==> src/snd_params.svh <==
////////////////////////////////////////////////////////////////////////////
// sound board constants
// voice count, sample ROM address width, credit depth, tick divider
////////////////////////////////////////////////////////////////////////////

`ifndef SND_PARAMS_SVH
`define SND_PARAMS_SVH

// number of ADPCM voices, at most 2 with the 4-bit host map
`define SND_VOICES 2
// byte address width of each sample ROM
`define SND_ROM_AW 16
// credits per voice, same as mixer buffer depth
`define SND_CREDITS 2
// clock cycles per output sample
`define SND_TICK_DIV 128

`endif
==> src/snd_pkg.sv <==
////////////////////////////////////////////////////////////////////////////
// sound board types
// voice command, decoded sample and status structs
// OKI ADPCM step and index tables
////////////////////////////////////////////////////////////////////////////

`include "snd_params.svh"

package snd_pkg;

    // one command to a voice, start/stop are single cycle pulses
    typedef struct packed {
        logic       start;
        logic       stop;
        logic [7:0] start_page;
        logic [7:0] end_page;
    } voice_cmd_t;

    // one decoded sample
    typedef struct packed {
        logic              valid;
        logic signed [11:0] value;
    } voice_sample_t;

    // host status register, one busy bit per voice
    typedef struct packed {
        logic [7-`SND_VOICES:0]  rsvd;
        logic [`SND_VOICES-1:0]  busy;
    } status_t;

    // standard OKI step sizes
    localparam logic [11:0] step_table [0:48] = '{
        12'd16,   12'd17,   12'd19,   12'd21,   12'd23,   12'd25,   12'd28,
        12'd31,   12'd34,   12'd37,   12'd41,   12'd45,   12'd50,   12'd55,
        12'd60,   12'd66,   12'd73,   12'd80,   12'd88,   12'd97,   12'd107,
        12'd118,  12'd130,  12'd143,  12'd157,  12'd173,  12'd190,  12'd209,
        12'd230,  12'd253,  12'd279,  12'd307,  12'd337,  12'd371,  12'd408,
        12'd449,  12'd494,  12'd544,  12'd598,  12'd658,  12'd724,  12'd796,
        12'd876,  12'd963,  12'd1060, 12'd1166, 12'd1282, 12'd1411, 12'd1552
    };

    // index change, addressed by the nibble magnitude
    localparam logic signed [3:0] index_adjust [0:7] = '{
        -4'sd1, -4'sd1, -4'sd1, -4'sd1, 4'sd2, 4'sd4, 4'sd6, 4'sd8
    };

endpackage

==> src/snd_board.sv <==
////////////////////////////////////////////////////////////////////////////
// sound board top level
// host bus decoder, ADPCM voices, mixer
////////////////////////////////////////////////////////////////////////////

`timescale 1ns/1ps
`include "snd_params.svh"

module snd_board (
    input  logic                                     clk,
    input  logic                                     rst_n,
    // host register bus
    input  logic                                     host_cs,
    input  logic                                     host_we,
    input  logic [3:0]                               host_addr,
    input  logic [7:0]                               host_wdata,
    output logic [7:0]                               host_rdata,
    // main cpu
    input  logic [7:0]                               snd_latch,
    input  logic                                     snd_irq,
    output logic                                     irq_n,
    // one sample ROM per voice
    output logic [`SND_VOICES-1:0][`SND_ROM_AW-1:0]  rom_addr,
    output logic [`SND_VOICES-1:0]                   rom_cs,
    input  logic [`SND_VOICES-1:0][7:0]              rom_data,
    input  logic [`SND_VOICES-1:0]                   rom_ok,
    // mixed output
    output logic signed [15:0]                       sound,
    output logic                                     sample
);

    snd_pkg::voice_cmd_t    [`SND_VOICES-1:0]  cmd;
    snd_pkg::voice_sample_t [`SND_VOICES-1:0]  smp;
    logic [`SND_VOICES-1:0]                    busy;
    logic [`SND_VOICES-1:0]                    credit_ret;

    snd_bus_decode u_dec (
        .clk        ( clk         ),
        .rst_n      ( rst_n       ),
        .host_cs    ( host_cs     ),
        .host_we    ( host_we     ),
        .host_addr  ( host_addr   ),
        .host_wdata ( host_wdata  ),
        .host_rdata ( host_rdata  ),
        .snd_latch  ( snd_latch   ),
        .snd_irq    ( snd_irq     ),
        .irq_n      ( irq_n       ),
        .busy       ( busy        ),
        .cmd        ( cmd         )
    );

    // identical voices, each with its own ROM
    for (genvar v = 0; v < `SND_VOICES; v++) begin : g_voice
        snd_adpcm_voice u_voice (
            .clk        ( clk            ),
            .rst_n      ( rst_n          ),
            .cmd        ( cmd[v]         ),
            .rom_addr   ( rom_addr[v]    ),
            .rom_cs     ( rom_cs[v]      ),
            .rom_data   ( rom_data[v]    ),
            .rom_ok     ( rom_ok[v]      ),
            .smp        ( smp[v]         ),
            .credit_ret ( credit_ret[v]  ),
            .busy       ( busy[v]        )
        );
    end

    snd_mixer u_mix (
        .clk        ( clk         ),
        .rst_n      ( rst_n       ),
        .smp        ( smp         ),
        .credit_ret ( credit_ret  ),
        .sound      ( sound       ),
        .sample     ( sample      )
    );

endmodule

==> src/snd_mixer.sv <==
////////////////////////////////////////////////////////////////////////////
// voice mixer
// per-voice sample buffers, sample rate tick, credit return,
// scaled and saturated sum
////////////////////////////////////////////////////////////////////////////

`timescale 1ns/1ps
`include "snd_params.svh"

module snd_mixer (
    input  logic                                      clk,
    input  logic                                      rst_n,
    input  snd_pkg::voice_sample_t [`SND_VOICES-1:0]  smp,
    output logic [`SND_VOICES-1:0]                    credit_ret,
    output logic signed [15:0]                        sound,
    output logic                                      sample
);

    localparam int DEPTH = `SND_CREDITS;
    localparam int PW    = (DEPTH > 1) ? $clog2(DEPTH) : 1;
    localparam int CW    = $clog2(DEPTH + 1);
    localparam int TW    = $clog2(`SND_TICK_DIV);
    localparam int SW    = 17 + $clog2(`SND_VOICES);

    logic signed [11:0]    mem [`SND_VOICES][DEPTH];
    logic [PW-1:0]         wr_ptr [`SND_VOICES];
    logic [PW-1:0]         rd_ptr [`SND_VOICES];
    logic [CW-1:0]         count  [`SND_VOICES];
    logic signed [11:0]    head   [`SND_VOICES];
    logic [TW-1:0]         tick_cnt;
    logic                  tick;
    logic signed [SW-1:0]  sum;
    logic signed [15:0]    sat;

    function automatic logic [PW-1:0] ptr_inc(input logic [PW-1:0] p);
        if (p == PW'(DEPTH - 1))
            return '0;
        return p + 1'b1;
    endfunction

    // sample rate prescaler
    assign tick = (tick_cnt == TW'(`SND_TICK_DIV - 1));

    always_ff @(posedge clk or negedge rst_n) begin
        if (!rst_n)
            tick_cnt <= '0;
        else
            tick_cnt <= tick ? '0 : tick_cnt + 1'b1;
    end

    // buffer pointers and fill level
    // credits keep the writer from overrunning
    always_ff @(posedge clk or negedge rst_n) begin
        if (!rst_n) begin
            for (int v = 0; v < `SND_VOICES; v++) begin
                wr_ptr[v] <= '0;
                rd_ptr[v] <= '0;
                count[v]  <= '0;
            end
        end else begin
            for (int v = 0; v < `SND_VOICES; v++) begin
                if (smp[v].valid)
                    wr_ptr[v] <= ptr_inc(wr_ptr[v]);
                if (credit_ret[v])
                    rd_ptr[v] <= ptr_inc(rd_ptr[v]);
                count[v] <= count[v] + CW'(smp[v].valid) - CW'(credit_ret[v]);
            end
        end
    end

    always_ff @(posedge clk) begin
        for (int v = 0; v < `SND_VOICES; v++) begin
            if (smp[v].valid)
                mem[v][wr_ptr[v]] <= smp[v].value;
        end
    end

    // pop on tick, empty buffer adds zero
    always_comb begin
        sum = '0;
        for (int v = 0; v < `SND_VOICES; v++) begin
            credit_ret[v] = tick && (count[v] != '0);
            head[v]       = (count[v] != '0) ? mem[v][rd_ptr[v]] : 12'sd0;
            // sign extend then x8
            sum = sum + (SW'(head[v]) <<< 3);
        end
        if (sum > SW'(32767))
            sat = 16'sh7fff;
        else if (sum < -SW'(32768))
            sat = -16'sh8000;
        else
            sat = sum[15:0];
    end

    // output one cycle after the tick
    always_ff @(posedge clk or negedge rst_n) begin
        if (!rst_n) begin
            sound  <= 16'sd0;
            sample <= 1'b0;
        end else begin
            sample <= tick;
            if (tick)
                sound <= sat;
        end
    end

endmodule

==> src/snd_adpcm_voice.sv <==
////////////////////////////////////////////////////////////////////////////
// one OKI ADPCM voice
// sample ROM fetch, nibble decoder, credit counter, sample send
////////////////////////////////////////////////////////////////////////////

`timescale 1ns/1ps
`include "snd_params.svh"

module snd_adpcm_voice (
    input  logic                    clk,
    input  logic                    rst_n,
    input  snd_pkg::voice_cmd_t     cmd,
    // sample ROM
    output logic [`SND_ROM_AW-1:0]  rom_addr,
    output logic                    rom_cs,
    input  logic [7:0]              rom_data,
    input  logic                    rom_ok,
    // mixer side
    output snd_pkg::voice_sample_t  smp,
    input  logic                    credit_ret,
    output logic                    busy
);

    localparam int AW = `SND_ROM_AW;
    localparam int CW = $clog2(`SND_CREDITS + 1);

    typedef enum logic [1:0] {
        ST_IDLE,
        ST_FETCH,
        ST_HI,
        ST_LO
    } state_t;

    state_t              state;
    logic [AW-1:0]       addr;
    logic [7:0]          end_pg;
    logic [7:0]          data_q;
    logic signed [11:0]  acc;
    logic [5:0]          idx;
    logic [CW-1:0]       credits;
    logic                smp_vld;
    logic [3:0]          nib;
    logic [11:0]         step;
    logic [11:0]         diff;
    logic signed [13:0]  acc_sum;
    logic signed [11:0]  acc_nxt;
    logic signed [6:0]   idx_sum;
    logic [5:0]          idx_nxt;
    logic                send;
    logic                last_byte;

    // high nibble first
    assign nib  = (state == ST_HI) ? data_q[7:4] : data_q[3:0];
    assign step = snd_pkg::step_table[idx];

    // OKI difference, accumulator and index update
    always_comb begin
        diff = step >> 3;
        if (nib[0])
            diff = diff + (step >> 2);
        if (nib[1])
            diff = diff + (step >> 1);
        if (nib[2])
            diff = diff + step;
        if (nib[3])
            acc_sum = $signed({{2{acc[11]}}, acc}) - $signed({2'b00, diff});
        else
            acc_sum = $signed({{2{acc[11]}}, acc}) + $signed({2'b00, diff});
        // clamp to 12-bit range
        if (acc_sum > 14'sd2047)
            acc_nxt = 12'sd2047;
        else if (acc_sum < -14'sd2048)
            acc_nxt = -12'sd2048;
        else
            acc_nxt = acc_sum[11:0];
        idx_sum = $signed({1'b0, idx}) + snd_pkg::index_adjust[nib[2:0]];
        // keep inside the step table
        if (idx_sum < 7'sd0)
            idx_nxt = 6'd0;
        else if (idx_sum > 7'sd48)
            idx_nxt = 6'd48;
        else
            idx_nxt = idx_sum[5:0];
    end

    // nothing goes out in a cycle that carries a command
    assign send = (credits != '0) && (state == ST_HI || state == ST_LO)
                  && !cmd.start && !cmd.stop;
    assign last_byte = (addr == AW'({end_pg, 8'hff}));

    always_ff @(posedge clk or negedge rst_n) begin
        if (!rst_n) begin
            state  <= ST_IDLE;
            addr   <= '0;
            end_pg <= 8'h00;
            acc    <= '0;
            idx    <= '0;
        end else if (cmd.start) begin
            // restart from any state
            state  <= ST_FETCH;
            addr   <= AW'({cmd.start_page, 8'h00});
            end_pg <= cmd.end_page;
            acc    <= '0;
            idx    <= '0;
        end else if (cmd.stop) begin
            state <= ST_IDLE;
        end else begin
            case (state)
                ST_FETCH: begin
                    if (rom_ok)
                        state <= ST_HI;
                end
                ST_HI: begin
                    if (send) begin
                        acc   <= acc_nxt;
                        idx   <= idx_nxt;
                        state <= ST_LO;
                    end
                end
                ST_LO: begin
                    if (send) begin
                        acc <= acc_nxt;
                        idx <= idx_nxt;
                        if (last_byte) begin
                            state <= ST_IDLE;
                        end else begin
                            addr  <= addr + 1'b1;
                            state <= ST_FETCH;
                        end
                    end
                end
                default: state <= ST_IDLE;
            endcase
        end
    end

    // rom byte capture
    always_ff @(posedge clk) begin
        if (state == ST_FETCH && rom_ok)
            data_q <= rom_data;
    end

    // credits come back from the mixer, one goes per send
    always_ff @(posedge clk or negedge rst_n) begin
        if (!rst_n) begin
            credits <= CW'(`SND_CREDITS);
            smp_vld <= 1'b0;
        end else begin
            credits <= credits + CW'(credit_ret) - CW'(send);
            smp_vld <= send;
        end
    end

    assign rom_addr = addr;
    assign rom_cs   = (state == ST_FETCH);
    assign busy     = (state != ST_IDLE);
    // acc holds the value just decoded
    assign smp      = '{valid: smp_vld, value: acc};

endmodule

==> src/snd_bus_decode.sv <==
////////////////////////////////////////////////////////////////////////////
// host register decoder
// command latch readback, edge triggered irq flip-flop,
// per-voice page registers and start/stop pulse generation
////////////////////////////////////////////////////////////////////////////

`timescale 1ns/1ps
`include "snd_params.svh"

module snd_bus_decode (
    input  logic                                   clk,
    input  logic                                   rst_n,
    // host register bus
    input  logic                                   host_cs,
    input  logic                                   host_we,
    input  logic [3:0]                             host_addr,
    input  logic [7:0]                             host_wdata,
    output logic [7:0]                             host_rdata,
    // main cpu side
    input  logic [7:0]                             snd_latch,
    input  logic                                   snd_irq,
    output logic                                   irq_n,
    // voices
    input  logic [`SND_VOICES-1:0]                 busy,
    output snd_pkg::voice_cmd_t [`SND_VOICES-1:0]  cmd
);

    logic              wr_stb;
    logic              rd_latch;
    logic              irq_q;
    logic              irq_ff;
    logic [7:0]        start_pg [`SND_VOICES];
    logic [7:0]        end_pg   [`SND_VOICES];
    snd_pkg::status_t  status;

    // single cycle strobes
    assign wr_stb   = host_cs & host_we;
    assign rd_latch = host_cs & ~host_we & (host_addr == 4'd0);

    // page registers, voice v sits at 8 + 4v
    always_ff @(posedge clk or negedge rst_n) begin
        if (!rst_n) begin
            for (int v = 0; v < `SND_VOICES; v++) begin
                start_pg[v] <= 8'h00;
                end_pg[v]   <= 8'h00;
            end
        end else if (wr_stb) begin
            for (int v = 0; v < `SND_VOICES; v++) begin
                if (host_addr == 4'(8 + 4 * v))
                    start_pg[v] <= host_wdata;
                if (host_addr == 4'(9 + 4 * v))
                    end_pg[v] <= host_wdata;
            end
        end
    end

    // control write becomes a one cycle start or stop
    always_comb begin
        for (int v = 0; v < `SND_VOICES; v++) begin
            cmd[v].start_page = start_pg[v];
            cmd[v].end_page   = end_pg[v];
            cmd[v].start = wr_stb & (host_addr == 4'(10 + 4 * v)) &  host_wdata[0];
            cmd[v].stop  = wr_stb & (host_addr == 4'(10 + 4 * v)) & ~host_wdata[0];
        end
    end

    // rising edge of snd_irq sets, latch read clears
    // a new edge wins over a simultaneous read
    always_ff @(posedge clk or negedge rst_n) begin
        if (!rst_n) begin
            irq_q  <= 1'b0;
            irq_ff <= 1'b0;
        end else begin
            irq_q <= snd_irq;
            if (snd_irq && !irq_q)
                irq_ff <= 1'b1;
            else if (rd_latch)
                irq_ff <= 1'b0;
        end
    end

    assign irq_n = ~irq_ff;

    always_comb begin
        status      = '0;
        status.busy = busy;
    end

    // read mux, combinational
    always_comb begin
        case (host_addr)
            4'd0:    host_rdata = snd_latch;
            4'd1:    host_rdata = status;
            default: host_rdata = 8'h00;
        endcase
    end

endmodule

==> config.mk <==
export PLATFORM = sky130hd
export DESIGN_NAME = snd_board
export DESIGN_NICKNAME = d
export VERILOG_FILES = /design/src/snd_pkg.sv /design/src/snd_board.sv /design/src/snd_mixer.sv /design/src/snd_adpcm_voice.sv /design/src/snd_bus_decode.sv
export VERILOG_INCLUDE_DIRS = /design/src
export SDC_FILE = /design/constraint.sdc
export NUM_CORES = 1
export LEC_CHECK = 0
export ABC_AREA = 1
export BUFFER_PORTS_ARGS = -buffer_cell sky130_fd_sc_hd__buf_2
export CAP_MARGIN = 20
export CORE_MARGIN = 3
export CORE_UTILIZATION = 68
export DETAILED_ROUTE_END_ITERATION = 8
export GPL_TIMING_DRIVEN = 0
export HOLD_SLACK_MARGIN = 0.08
export PLACE_DENSITY = 0.95
export SLEW_MARGIN = 20
export SYNTH_ARGS = -nofsm -noshare
export SYNTH_HDL_FRONTEND = slang
export SYNTH_HIERARCHICAL = 1
export SYNTH_SLANG_ARGS = --single-unit
==> constraint.sdc <==
create_clock -name clk -period 13.9 [get_ports clk]
set_input_delay 1.39 -clock clk [delete_from_list [all_inputs] [get_ports clk]]
set_output_delay 1.39 -clock clk [all_outputs]
set_load 0.02 [all_outputs]
==> run summary <==
Outcome - completed
Tot GR Track Use - 33.1%
Clock root buffer master - clkbuf_16
Synth Area per Inst - 7.27 sq um
Area growth syn-to-layout - 8.99%
Non-filler cells, final - 3,001
HPWL after DPL - 36.0 mm
GRT overflow - 0
Setup_tns - 0 ns
Grt peak-use layer - met2
Global-route wire length before repair - 81.1 mm
Bufs and invs on worst path - 5
Synth unique cells - 68
Fin nets - 2,851
Die Y - 170 um
Io pins - 103
Max Fclk - 118 MHz
CP startpoint kind - flip-flop
Gpl congestion - 1.01
Antenna cell count - 0
Post-CTS sizing - 0
Die area - 29,000 sq um
Grt met3 use - 4.48%
Number of flops mapped to enable cells by yosys - 64
Pre-antenna DRT Iters - 6
Port Buffer Count - 99
Tmin final - 8.49 ns
Slew headroom - 30.3%
Hold_ws - 0.457 ns
Crit path DAT - 8.87 ns
Critical path fanouts, max - 14
Sequential share of the synthesized area - 31.9%
Clock Skew - 0.0138 ns
Share of the clock period used by the worst path - 61.1%
CP Class - flip-flop to flip-flop
CP max stage cell - a21boi_0
Clock buffer depth - 3
Core area - 26,300 sq um
Synth Instances - 2,522
Row count - 59
Setup Fix Bufs, Post-CTS - 0
MaxCap Viol Count - 0
Clock slew at reported path FFs - 0.06 ns
Worst setup EP type - flip-flop
HP Class - flip-flop to flip-flop
Antenna Nets Post-Route - 0
Synthesized cell area - 18,300 sq um
Mean routed wirelength per cell - 16.1 um
CTS Buf Count - 23
Async set or reset register ratio after synthesis - 71.0%
# setup viols final - 0
Fin. max-slew vios - 0
Synth warn - 6
Synth Flop Type - dfrtp_1
Final hold violation count - 0
Drt initial violations - 2,042
Critical Path RT - 14.28 ns
CTS tree - done
CTS Sinks - 221
Antenna violations before repair - 0
Met1 global-route usage - 42.2%
GR met2 Demand/Resource - 57.3%
# H-tree levels - 1
Max incr delay on CP - 0.72 ns
Cell family with most CP delay - simple AND/OR/NAND/NOR gates
R2R setup slack - 5.41 ns
Die W - 170 um
RSZ-0062 raised after global routing - no
DR vias/cell - 5.97
Vias in the first global route - 17,800
Worst-Margin Slew - 1.04 ns
Placed cell count - 2,959
Most frequent CP cell - nand2_1
Reg area - 5850 sq um
Final core occ - 76.1%
Vias - 17,900
Worst-skew pair later-pin latency - 0.51 ns
Largest net degree at the start of global routing - 101
DRT Wirelength - 48.2 mm
Number of synthesized register bits - 221
Share of layout cells above drive strength 1 - 11.1%
Fill cells - 1,881
Initial core utilization - 69.8%
Hold buffers post-CTS - 0
# DRC - 0
Multi-input gate area - 10,800 sq um
## synthesized netlist by cell type (5+ instances only)
| cell type | n | share of area (%) |
|---|---|---|
| nand2_1 | 754 | 15 |
| o22ai_1 | 16 | 0.55 |
| nor2_1 | 145 | 3.0 |
| o21bai_1 | 12 | 0.49 |
| nand4_1 | 41 | 1.4 |
| clkinv_1 | 5 | 0.10 |
| nand3b_1 | 19 | 0.78 |
| buf_6 | 12 | 0.74 |
| a31oi_1 | 14 | 0.48 |
| xnor2_1 | 29 | 1.4 |
| xor2_1 | 76 | 3.6 |
| o211ai_1 | 12 | 0.49 |
| a21o_1 | 6 | 0.25 |
| fa_1 | 11 | 1.2 |
| o21ai_0 | 74 | 2.0 |
| edfxtp_1 | 64 | 10 |
| inv_2 | 13 | 0.27 |
| nand3_4 | 8 | 0.76 |
| nor2_4 | 6 | 0.37 |
| buf_4 | 13 | 0.53 |
| a21oi_1 | 124 | 3.4 |
| nand3_1 | 233 | 6.4 |
| ha_1 | 148 | 10 |
| nor3_1 | 27 | 0.74 |
| nand2_2 | 30 | 1.0 |
| inv_1 | 319 | 6.5 |
| clkbuf_1 | 15 | 0.31 |
| or2_2 | 19 | 0.65 |
| buf_2 | 16 | 0.44 |
| and2_1 | 12 | 0.41 |
| dfrtp_1 | 155 | 21 |
| nand3_2 | 19 | 1.0 |
## cells in the final DEF (no fill, tap or decap), types with 8 or more instances in the layout
| master | synthesis | routed |
|---|---|---|
| edfxtp_1 | 64 | 64 |
| a31oi_1 | 14 | 14 |
| nand4_1 | 41 | 41 |
| nor3_1 | 27 | 27 |
| xor2_1 | 76 | 76 |
| buf_4 | 13 | 13 |
| o21ai_0 | 74 | 74 |
| o22ai_1 | 16 | 16 |
| buf_2 | 16 | 114 |
| nand3_1 | 233 | 233 |
| o21bai_1 | 12 | 12 |
| nand3b_1 | 19 | 19 |
| inv_2 | 13 | 13 |
| nor2_1 | 145 | 145 |
| nand3_2 | 19 | 19 |
| ha_1 | 148 | 148 |
| xnor2_1 | 29 | 29 |
| clkbuf_1 | 15 | 24 |
| clkbuf_16 | 0 | 23 |
| nand2_1 | 754 | 754 |
| nand2_2 | 30 | 30 |
| fa_1 | 11 | 11 |
| dfrtp_1 | 155 | 155 |
| nand3_4 | 8 | 8 |
| inv_1 | 319 | 319 |
| a21oi_1 | 124 | 124 |
| and2_1 | 12 | 12 |
| o211ai_1 | 12 | 12 |
| or2_2 | 19 | 19 |
| buf_6 | 12 | 12 |
## flip-flops by register name (all words and copies together), names as in the netlist
register,count
u_mix/mem,48
g_voice.u_voice/rom_addr,32
u_dec/cmd,32
g_voice.u_voice/acc,24
g_voice.u_voice/data_q,16
g_voice.u_voice/end_pg,16
u_mix/sound,13
g_voice.u_voice/idx,12
u_mix/tick_cnt,7
g_voice.u_voice/credits,4
g_voice.u_voice/state,4
u_mix/count,4
g_voice.u_voice/smp_vld,2
u_mix/rd_ptr,2
u_mix/wr_ptr,2
u_dec/irq_ff,1
u_dec/irq_q,1
u_mix/sample,1
## routing by layer
layer / vias to the layer above / share of wire (%)
met5: - / 0
met4: 0 / 3.3
met3: 172 / 8.1
met2: 934 / 48
met1: 8289 / 40
li1: 8512 / -
## path summary, 6_finish.rpt
check / cells past startpoint / to / startpoint
min in group asynchronous: 1 / g_voice[1].u_voice/idx[0] / rst_n
hold / removal: 1 / u_mix/tick_cnt[0] / u_mix/tick_cnt[0]
hold reg to reg: 1 / u_mix/tick_cnt[0] / u_mix/tick_cnt[0]
setup reg to reg: 45 / g_voice[0].u_voice/acc[8] / g_voice[0].u_voice/idx[1]
max in group asynchronous: 2 / u_dec/cmd[3] / rst_n
setup / recovery: 45 / g_voice[0].u_voice/acc[8] / g_voice[0].u_voice/idx[1]
## cells by family after synthesis
logic type,share of synthesized area (%)
flops,31.9
buf+inv,9.38
other cells,0.0204
fa+ha+maj,11.3
compound gates,9.44
mux,0.0546
xor+xnor,5.01
simple gates,32.9
## layout make-up
type | instances | share of cell area [%]
plain buffers | 61 | 2.12
clock buffers | 33 | 3.12
clock inverters | 9 | 0.326
inverters | 342 | 6.49
multi-input cells | 1900 | 53.9
flip-flops and latches | 221 | 29.3
well taps | 335 | 2.10
repair buffers | 100 | 2.67
## metrics by stage
stage	setup WS [ns]	cell area (sq um)
after global placement	5.77	19300
after floorplan	6.87	18300
after global routing	4.66	20000
after CTS	5.55	20000
final	5.41	20000
after detailed placement	5.61	19300
Power is not shown: default switching activity piles up to over one toggle a cycle in this logic, so the estimate is an artifact.
